===== src/design/hz_bus_cfg.svh =====
// ----------------------------------------------------------
// Bus front end configuration
// Widths of the core-side and AHB-Lite buses, and the limit
// of the data-phase wait-state watchdog
// ----------------------------------------------------------

`ifndef HZ_BUS_CFG_SVH
`define HZ_BUS_CFG_SVH

// Bus widths
`define HZ_W_ADDR 32
`define HZ_W_DATA 32

// Consecutive hready-low data-phase cycles before hang
`define HZ_DPH_TIMEOUT 16

// Watchdog counter width, must hold HZ_DPH_TIMEOUT
`define HZ_W_WDOG 5

`endif

===== src/design/hz_bus_pkg.sv =====
// ----------------------------------------------------------
// Bus front end types
// Vector types for address, data and size, plus the AHB
// htrans encoding and the data-phase state of a port
// ----------------------------------------------------------

`include "hz_bus_cfg.svh"

package hz_bus_pkg;

	// Bus payload vectors
	typedef logic [`HZ_W_ADDR-1:0] addr_t;
	typedef logic [`HZ_W_DATA-1:0] data_t;

	// AHB transfer size, byte/half/word
	typedef logic [2:0] hsize_t;

	// Only single transfers, so SEQ and BUSY never appear
	typedef enum logic [1:0] {
		HTRANS_IDLE = 2'b00,
		HTRANS_NSEQ = 2'b10
	} htrans_t;

	// Whether a data phase is outstanding on the port
	typedef enum logic {
		DPH_IDLE   = 1'b0,
		DPH_ACTIVE = 1'b1
	} dph_state_t;

endpackage


===== src/design/core_bus_if.sv =====
// ----------------------------------------------------------
// Core-side bus port
// Split address/data phase request bus between the core
// and one AHB-Lite bridge port
// ----------------------------------------------------------

`timescale 1ns/1ps

interface core_bus_if;

	// Address phase request, held until aph_ready
	logic              aph_req;
	hz_bus_pkg::addr_t haddr;
	hz_bus_pkg::hsize_t hsize;
	logic              hwrite;

	// Write data, presented in the data phase
	hz_bus_pkg::data_t wdata;

	// Strobes back to the core
	logic              aph_ready;
	logic              dph_ready;
	logic              dph_err;

	// Read data, valid with dph_ready
	hz_bus_pkg::data_t rdata;

	// Core drives the request side
	modport core (
		output aph_req, haddr, hsize, hwrite, wdata,
		input  aph_ready, dph_ready, dph_err, rdata
	);

	// Bridge answers with strobes and read data
	modport bridge (
		input  aph_req, haddr, hsize, hwrite, wdata,
		output aph_ready, dph_ready, dph_err, rdata
	);

endinterface


===== src/design/hz_cpu_2port.sv =====
// ----------------------------------------------------------
// Dual-port bus front end
// Instruction fetch and load/store request buses of the
// core, each driving its own AHB-Lite master port
// ----------------------------------------------------------

`timescale 1ns/1ps

module hz_cpu_2port (
	input  logic                clk,
	input  logic                rst_n,

	// Instruction fetch, core side
	input  logic                i_aph_req_i,
	input  hz_bus_pkg::addr_t   i_haddr_i,
	input  hz_bus_pkg::hsize_t  i_hsize_i,
	output logic                i_aph_ready_o,
	output logic                i_dph_ready_o,
	output logic                i_dph_err_o,
	output hz_bus_pkg::data_t   i_rdata_o,

	// Load/store, core side
	input  logic                d_aph_req_i,
	input  hz_bus_pkg::addr_t   d_haddr_i,
	input  hz_bus_pkg::hsize_t  d_hsize_i,
	input  logic                d_hwrite_i,
	input  hz_bus_pkg::data_t   d_wdata_i,
	output logic                d_aph_ready_o,
	output logic                d_dph_ready_o,
	output logic                d_dph_err_o,
	output hz_bus_pkg::data_t   d_rdata_o,

	// Instruction AHB-Lite master, read-only
	output hz_bus_pkg::addr_t   i_haddr_o,
	output hz_bus_pkg::htrans_t i_htrans_o,
	output hz_bus_pkg::hsize_t  i_hsize_o,
	input  logic                i_hready_i,
	input  logic                i_hresp_i,
	input  hz_bus_pkg::data_t   i_hrdata_i,
	output logic                i_hang_o,

	// Load/store AHB-Lite master
	output hz_bus_pkg::addr_t   d_haddr_o,
	output hz_bus_pkg::htrans_t d_htrans_o,
	output hz_bus_pkg::hsize_t  d_hsize_o,
	output logic                d_hwrite_o,
	output hz_bus_pkg::data_t   d_hwdata_o,
	input  logic                d_hready_i,
	input  logic                d_hresp_i,
	input  hz_bus_pkg::data_t   d_hrdata_i,
	output logic                d_hang_o
);

	core_bus_if i_bus ();
	core_bus_if d_bus ();

	// ----------------------------------------------------------
	// Instruction port

	assign i_bus.aph_req = i_aph_req_i;
	assign i_bus.haddr   = i_haddr_i;
	assign i_bus.hsize   = i_hsize_i;
	// Fetch never writes
	assign i_bus.hwrite  = 1'b0;
	assign i_bus.wdata   = '0;

	assign i_aph_ready_o = i_bus.aph_ready;
	assign i_dph_ready_o = i_bus.dph_ready;
	assign i_dph_err_o   = i_bus.dph_err;
	assign i_rdata_o     = i_bus.rdata;

	// hwrite/hwdata tied low inside, fabric ties its own
	ahb_master_port #(
		.HAS_WRITE (1'b0)
	) u_iport (
		.clk      (clk),
		.rst_n    (rst_n),
		.bus      (i_bus.bridge),
		.haddr_o  (i_haddr_o),
		.htrans_o (i_htrans_o),
		.hsize_o  (i_hsize_o),
		.hwrite_o (),
		.hwdata_o (),
		.hready_i (i_hready_i),
		.hresp_i  (i_hresp_i),
		.hrdata_i (i_hrdata_i),
		.hang_o   (i_hang_o)
	);

	// ----------------------------------------------------------
	// Load/store port

	assign d_bus.aph_req = d_aph_req_i;
	assign d_bus.haddr   = d_haddr_i;
	assign d_bus.hsize   = d_hsize_i;
	assign d_bus.hwrite  = d_hwrite_i;
	assign d_bus.wdata   = d_wdata_i;

	assign d_aph_ready_o = d_bus.aph_ready;
	assign d_dph_ready_o = d_bus.dph_ready;
	assign d_dph_err_o   = d_bus.dph_err;
	assign d_rdata_o     = d_bus.rdata;

	ahb_master_port #(
		.HAS_WRITE (1'b1)
	) u_dport (
		.clk      (clk),
		.rst_n    (rst_n),
		.bus      (d_bus.bridge),
		.haddr_o  (d_haddr_o),
		.htrans_o (d_htrans_o),
		.hsize_o  (d_hsize_o),
		.hwrite_o (d_hwrite_o),
		.hwdata_o (d_hwdata_o),
		.hready_i (d_hready_i),
		.hresp_i  (d_hresp_i),
		.hrdata_i (d_hrdata_i),
		.hang_o   (d_hang_o)
	);

endmodule


===== src/design/ahb_master_port.sv =====
// ----------------------------------------------------------
// AHB-Lite master port
// Bridges one core-side request bus to a pipelined AHB-Lite
// master, with phase tracking and a stall watchdog
// ----------------------------------------------------------

`timescale 1ns/1ps

module ahb_master_port #(
	parameter bit HAS_WRITE = 1'b1
) (
	input  logic                clk,
	input  logic                rst_n,
	core_bus_if.bridge          bus,

	// AHB-Lite master
	output hz_bus_pkg::addr_t   haddr_o,
	output hz_bus_pkg::htrans_t htrans_o,
	output hz_bus_pkg::hsize_t  hsize_o,
	output logic                hwrite_o,
	output hz_bus_pkg::data_t   hwdata_o,
	input  logic                hready_i,
	input  logic                hresp_i,
	input  hz_bus_pkg::data_t   hrdata_i,

	// Slave stalled past the timeout
	output logic                hang_o
);

	logic dph_active;

	// ----------------------------------------------------------
	// Address phase

	// Request held until accepted, so pass straight through
	assign htrans_o = bus.aph_req ? hz_bus_pkg::HTRANS_NSEQ : hz_bus_pkg::HTRANS_IDLE;
	assign haddr_o  = bus.haddr;
	assign hsize_o  = bus.hsize;

	// ----------------------------------------------------------
	// Data phase

	// Write path only on ports that can store
	generate
		if (HAS_WRITE) begin : g_write
			assign hwrite_o = bus.hwrite;
			assign hwdata_o = bus.wdata;
		end else begin : g_no_write
			assign hwrite_o = 1'b0;
			assign hwdata_o = '0;
		end
	endgenerate

	// Read data qualified by dph_ready at the core
	assign bus.rdata = hrdata_i;

	// ----------------------------------------------------------
	// Phase control and watchdog

	ahb_phase_fsm u_fsm (
		.clk          (clk),
		.rst_n        (rst_n),
		.aph_req_i    (bus.aph_req),
		.hready_i     (hready_i),
		.hresp_i      (hresp_i),
		.aph_ready_o  (bus.aph_ready),
		.dph_ready_o  (bus.dph_ready),
		.dph_err_o    (bus.dph_err),
		.dph_active_o (dph_active)
	);

	dph_watchdog u_wdog (
		.clk          (clk),
		.rst_n        (rst_n),
		.dph_active_i (dph_active),
		.hready_i     (hready_i),
		.hang_o       (hang_o)
	);

endmodule


===== src/design/dph_watchdog.sv =====
// ----------------------------------------------------------
// Data-phase watchdog
// Counts consecutive stalled data-phase cycles and raises
// a registered hang flag when a slave stalls too long
// ----------------------------------------------------------

`timescale 1ns/1ps

`include "hz_bus_cfg.svh"

module dph_watchdog (
	input  logic clk,
	input  logic rst_n,
	input  logic dph_active_i,
	input  logic hready_i,
	output logic hang_o
);

	// Count saturates at the timeout
	localparam logic [`HZ_W_WDOG-1:0] LIMIT = (`HZ_W_WDOG)'(`HZ_DPH_TIMEOUT);

	logic [`HZ_W_WDOG-1:0] cnt_q;
	logic [`HZ_W_WDOG-1:0] cnt_d;
	logic                  stall;

	// Wait state inside an outstanding data phase
	assign stall = dph_active_i && !hready_i;

	// Completion or idle bus clears the count
	always_comb begin
		if (!stall)
			cnt_d = '0;
		else if (cnt_q == LIMIT)
			cnt_d = cnt_q;
		else
			cnt_d = cnt_q + 1'b1;
	end

	// Hang set on the edge ending the LIMIT-th stall cycle,
	// cleared on the edge ending the completing cycle
	always_ff @(posedge clk or negedge rst_n) begin
		if (!rst_n) begin
			cnt_q  <= '0;
			hang_o <= 1'b0;
		end else begin
			cnt_q  <= cnt_d;
			hang_o <= (cnt_d == LIMIT);
		end
	end

endmodule


===== src/design/ahb_phase_fsm.sv =====
// ----------------------------------------------------------
// AHB phase tracker
// Follows the address and data phases of one master port
// and decodes the accept, completion and error strobes
// ----------------------------------------------------------

`timescale 1ns/1ps

module ahb_phase_fsm (
	input  logic clk,
	input  logic rst_n,
	input  logic aph_req_i,
	input  logic hready_i,
	input  logic hresp_i,
	output logic aph_ready_o,
	output logic dph_ready_o,
	output logic dph_err_o,
	output logic dph_active_o
);

	hz_bus_pkg::dph_state_t state_q;
	hz_bus_pkg::dph_state_t state_d;

	// ----------------------------------------------------------
	// Next state

	// Nothing moves while the slave holds hready low
	always_comb begin
		state_d = state_q;
		case (state_q)
			hz_bus_pkg::DPH_IDLE: begin
				// Accepted address phase opens a data phase
				if (hready_i && aph_req_i)
					state_d = hz_bus_pkg::DPH_ACTIVE;
			end
			hz_bus_pkg::DPH_ACTIVE: begin
				// Completion with no new request behind it
				if (hready_i && !aph_req_i)
					state_d = hz_bus_pkg::DPH_IDLE;
			end
			default: state_d = hz_bus_pkg::DPH_IDLE;
		endcase
	end

	always_ff @(posedge clk or negedge rst_n) begin
		if (!rst_n)
			state_q <= hz_bus_pkg::DPH_IDLE;
		else
			state_q <= state_d;
	end

	// ----------------------------------------------------------
	// Strobes to the core

	assign dph_active_o = (state_q == hz_bus_pkg::DPH_ACTIVE);

	// Same-cycle accept, no register in the path
	assign aph_ready_o = aph_req_i && hready_i;

	// Data phase ends on the first hready-high cycle
	assign dph_ready_o = dph_active_o && hready_i;

	// Error only flagged in the final cycle of the response
	assign dph_err_o = dph_active_o && hready_i && hresp_i;

endmodule


===== config.mk =====
export PLATFORM = sky130hd
export DESIGN_NAME = hz_cpu_2port
export DESIGN_NICKNAME = d
export VERILOG_FILES = /design/src/design/hz_bus_pkg.sv /design/src/design/core_bus_if.sv /design/src/design/hz_cpu_2port.sv /design/src/design/ahb_master_port.sv /design/src/design/dph_watchdog.sv /design/src/design/ahb_phase_fsm.sv
export VERILOG_INCLUDE_DIRS = /design/src /design/src/design
export SDC_FILE = /design/constraint.sdc
export NUM_CORES = 1
export LEC_CHECK = 0
export BUFFER_PORTS_ARGS = -buffer_cell sky130_fd_sc_hd__buf_4
export CAP_MARGIN = 5
export CORE_AREA = 5 5 134 136
export CTS_BUF_LIST = sky130_fd_sc_hd__clkbuf_4
export CTS_CLUSTER_DIAMETER = 80
export DETAILED_ROUTE_END_ITERATION = 12
export DIE_AREA = 0 0 139 141
export PLACE_DENSITY_LB_ADDON = 0.1
export SETUP_SLACK_MARGIN = 0.02
export SLEW_MARGIN = 0
export SYNTH_ARGS = -nofsm -noshare
export SYNTH_HDL_FRONTEND = slang
export SYNTH_HIERARCHICAL = 1
export SYNTH_SLANG_ARGS = --single-unit
export TNS_END_PERCENT = 1

===== constraint.sdc =====
create_clock -name clk -period 2.8 [get_ports clk]
set_input_delay 0.28 -clock clk [delete_from_list [all_inputs] [get_ports clk]]
set_output_delay 0.28 -clock clk [all_outputs]
set_load 0.05 [all_outputs]

Word-level counts from Yosys, hierarchy flattened
Cells that the tools add are included.
{"block": "word_totals", "wordCells": 40, "romBits": 0, "ramBits": 0, "output_inout_bits": 179, "latchBits": 0, "regBits": 14, "n_memories": 0}
{"block": "op_classes", "order_cmp": 0, "n_eq_ne": 4, "multipliers": 0, "n_reduce_logical": 14, "bitwise": 2, "n_addsub": 2, "n_shift": 0, "mux": 12, "div": 0}
{"cell": "$eq A5 B5 Y1 const B", "n": 4}
{"cell": "$mux W5", "n": 4}
{"cell": "$add A5 B1 Y5 const B", "n": 2}
{"cell": "$logic_and A1 B1 Y1", "n": 10}
{"cell": "$logic_not A1 Y1", "n": 4}
{"cell": "$mux W1", "n": 4}
{"cell": "$mux W2", "n": 2}
{"cell": "$pmux W1 S2", "n": 2}
{"cell": "$not A1 Y1", "n": 2}

Logic depth before layout (Yosys ltp)
{"block": "logic_depth", "word_depth": 4, "depth_mapped": 5, "depth_no_buf": 5}

Hierarchy
The synthesis kept the hierarchy.
{"mod": "ahb_master_port", "cells_each": 103, "seq_area_each_um2": 0.0, "n_inst": 2, "area_each_um2": 769.5}
{"mod": "dph_watchdog (u_dport.u_wdog)", "cells_each": 34, "seq_area_each_um2": 150.1, "n_inst": 1, "area_each_um2": 356.6}
{"mod": "dph_watchdog (u_iport.u_wdog)", "cells_each": 31, "seq_area_each_um2": 150.1, "n_inst": 1, "area_each_um2": 336.6}
{"mod": "ahb_phase_fsm", "cells_each": 5, "seq_area_each_um2": 25.0, "n_inst": 2, "area_each_um2": 62.6}
{"mod": "hz_cpu_2port", "cells_each": 1, "seq_area_each_um2": 0.0, "n_inst": 1, "area_each_um2": 3.8}

Least setup slack after synthesis
Ideal clock, no wire load.
{"block": "synth_timing", "path_type": "reg-to-reg", "from": "reg u_dport.u_wdog.cnt_q[0]", "to": "reg u_dport.u_wdog.hang_o", "path_buffers": 0, "path_slack_ns": 1.390, "t_arrival_ns": 1.298, "stages_incl_launch_ff": 6, "setup_ns": 0.111, "required_time_ns": 2.689, "cell_sequence": "dfrtp_1 inv_1 ha_1 and4bb_1 a32oi_1 a2111oi_2"}
{"block": "synth_between", "elab_chain_len": 4, "elab_cells_between_ends": 5, "classes_between": "add/sub: 1; eq/ne: 2; mux: 2"}
{"item": "from (decl)", "line": "dph_watchdog.sv:22", "text": "logic [`HZ_W_WDOG-1:0] cnt_q;"}
{"item": "from (signal assigned)", "line": "dph_watchdog.sv:46", "text": "cnt_q <= cnt_d;"}
{"item": "$add A5 B1 Y5 or $eq A5 B5 Y1 (tied branches)", "line": "dph_watchdog.sv:36, dph_watchdog.sv:33"}
{"item": "$mux W5 *", "line": "dph_watchdog.sv:33", "text": "else if (cnt_q == LIMIT)"}
{"item": "$mux W5 *", "line": "dph_watchdog.sv:31", "text": "if (!stall)"}
{"item": "$eq A5 B5 Y1 *", "line": "dph_watchdog.sv:47", "text": "hang_o <= (cnt_d == LIMIT);"}
{"item": "to (signal assigned)", "line": "dph_watchdog.sv:47"}
{"item": "to (decl)", "line": "dph_watchdog.sv:16", "text": "output logic hang_o"}
Mark *: on every way between the ends. The rest lies on a longest branch, timed or not.

Final worst setup path
Same ends and word-level chain as after synthesis.

==> results by stage <==
Worst setup path:
- At the worst endpoint, the arrival time is 1.73 ns.
- In this run the critical register-to-register path is launched from u_dport/u_wdog/cnt_q[0]$_DFF_PN0_.
- The worst register-to-register path ends at u_dport/u_wdog/hang_o$_DFF_PN0_.
- By startpoint and endpoint, the worst setup path is classified as reg2reg.
- For the worst setup path, the data required time is 2.98 ns.
- The highest net fanout along the worst path is 5.
- The depth of the most critical reg-to-reg path is 5.
- Tracing the worst setup path back leads to its startpoint at u_dport/u_wdog/cnt_q[0]$_DFF_PN0_.
- The element type at the critical path end is a flip-flop.
- The worst setup path is launched from a flip-flop.
- The slack of the worst reg-to-reg path is 1.25 ns.

Clock network:
- The clock-pin slew on the worst setup and hold paths is 0.10 ns.
- Counting the buffers created by CTS gives 3.
- In this run the number of H-tree levels came out at 1.
- After clock tree synthesis, the flow added hold-fix buffers numbering 1.
- TritonCTS built the clock tree.
- The insertion delay of the later-clocked pin in the worst-skew pair is 0.28 ns.
- CTS placed an instance of clkbuf_4 at the clock tree root.
- In this run, post-CTS repair resized a total of 0 instances.
- The number of clock sinks is 14.
- The number of post-CTS setup repair buffers is 0.
- The clock passes through at most 2 buffers.

Floorplanning:
- The die is 141 um tall.
- The area enclosed by the die boundary is 19600 um2.
- In this run the standard cell core region covers 16820 um2.
- The floorplan has 48 rows.
- The chip width is 139 um.
- Pin placement for this block handled 354 I/O pins.
- For this configuration, the core starts out at a cell density of 0.1254.

Logic synthesis:
- Synthesis produced a netlist with a net count of 427.
- The cell area after synthesis is 2110 um2.
- The average instance in the mapped netlist occupies 8.506 um2.
- The cell count after synthesis came out at 248.
- For this run, the number of Yosys warnings is 6.

Timing:
- The achievable frequency is 643.7 MHz.
- The number of hold-slack violations in the final timing report is 0.
- The final max-slew violation count is 0.
- Setup violations remaining at the end of the flow were counted as 0.
- Setup repair after global routing left no endpoint under its margin.
- Across the routed clock network, the largest skew measured is 0.004273 ns.
- The accumulated negative setup slack is 0 ns.
- The minimum clock period after layout is 1.553 ns.
- The part of the cycle the worst path needs is 0.5548.

Pwr:
- The worst IR drop on VDD is 0.1114 mV.
- For this design the ratio of total power to cell area is 346.6 nW/um2.
- Summed over all cells, the static leakage comes to 0.0004868 uW.

Drt:
- The detail route stage leaves a number of antenna-violating nets equal to 0.
- The total via count after detailed routing is 771.
- The number of DRC violations after detailed-routing iteration 0 is 40.
- The routed wirelength normalized by instance count is 9.611 um.
- The post-detailed-route DRC marker count is 0.
- The final layout contains routed wiring with a total length of 3114 um.
- The first-pass iteration count of the detailed router is 3.
- After detailed routing, the number of vias per cell comes to 2.380.

Worst hold path:
- The min-delay analysis places its worst path in the category in2reg.
- The worst hold path begins at i_aph_req_i.
- The number of cells on the worst hold path is 2.

GRT:
- The first-pass GRT wire length is 4698 um.
- The initial antenna violation count came to 0.
- The number of global-route vias before repair is 849.
- The largest net degree at the start of global routing is 15.
- Global routing finished with a remaining overflow of 0.
- The aggregate global-route resource usage is 0.03042.

Placed design:
- Routability-driven placement finished with a final weighted congestion of 0.6258.
- The standard cell area after detailed placement is 1235 um2.
- During placement, the flow inserted port buffers numbering 17.
- The HPWL after detailed placement is 2468 um.

Run:
- Max-cap violations in this run came to 0.

Status:
- The run finished with clean final reports.

Layout:
- After routing the design area is 1271 um2.
- The number of nets in the layout is 279.
- 0 antenna diodes ended up in the layout.
- The area growth from synthesis to layout is -39.74%.
- The fraction of layout cells with a size suffix above 1 is 0.3737.
layer usage:
metal  track usage  share of wire  vias to the layer above
met5             0              0                        -
met4       0.03244          0.084                        0
met3       0.02408           0.16                       62
met2       0.04244           0.44                       64
met1       0.02627           0.31                      340
li1              -              -                      305
worst max-delay path by stage:
stage,end,slack (ns)
after floorplan,u_dport/u_wdog/hang_o$_DFF_PN0_,1.39
after global placement,u_dport/u_wdog/hang_o$_DFF_PN0_,1.26
after detailed placement,u_dport/u_wdog/hang_o$_DFF_PN0_,1.23
after CTS,u_dport/u_wdog/hang_o$_DFF_PN0_,1.23
after global routing,u_dport/u_wdog/hang_o$_DFF_PN0_,1.10
final,u_dport/u_wdog/hang_o$_DFF_PN0_,1.25
power by group:
group,internal [uW],total (uW),switching (uW),leakage (uW)
registers,209,217,8.27,0.000189
logic,36.7,98.8,62.1,0.000282
clock network,51.7,125,73.0,0.0000154
layout make-up:
type	instances	area, um2
Clock buffer	3	22.52
Clock inverter	1	3.754
Fill cell	1982	15540
Inverter	8	30.03
Multi-Input combinational cell	55	445.4
Sequential cell	14	350.3
Tap cell	225	281.5
Timing Repair Buffer	18	137.6
through the flow:
step | hold slack [ns] | setup slack (ns) | util | instances | total power (uW)
2_1_floorplan | -0.01559 | 1.390 | - | 248 | 932.8
6_report | 0.2389 | 1.247 | 0.07560 | 324 | 440.6
3_5_place_dp | 0.1575 | 1.225 | 0.07344 | 319 | 321.1
5_1_grt | 0.2128 | 1.100 | 0.07560 | 324 | 474.4
4_1_cts | 0.2159 | 1.225 | 0.07560 | 324 | 457.9
3_3_place_gp | 0.1638 | 1.259 | 0.07344 | 319 | 325.0
placed cells by master (no fill, tap or decap), types with 2 or more instances in the layout:
cell type and count:
inv_1 7, xnor2_1 4, and3_2 3, ha_1 4, and2_2 4, buf_4 17
nand2b_1 2, xor2_1 2, clkbuf_4 3, nor2_1 8, mux2_4 2, nand3_1 3
a2111oi_2 2, conb_1 2, dfrtp_1 14, a41oi_1 2, mux2i_1 2
worst max-delay path: stages (launching register included):
cell and delay, ns:
dfrtp_1 0.43, inv_1 0.12, ha_1 0.20, and4bb_1 0.25, a32oi_1 0.08, a2111oi_2 0.37
No activity file was read; power rests on OpenSTA's default activity.
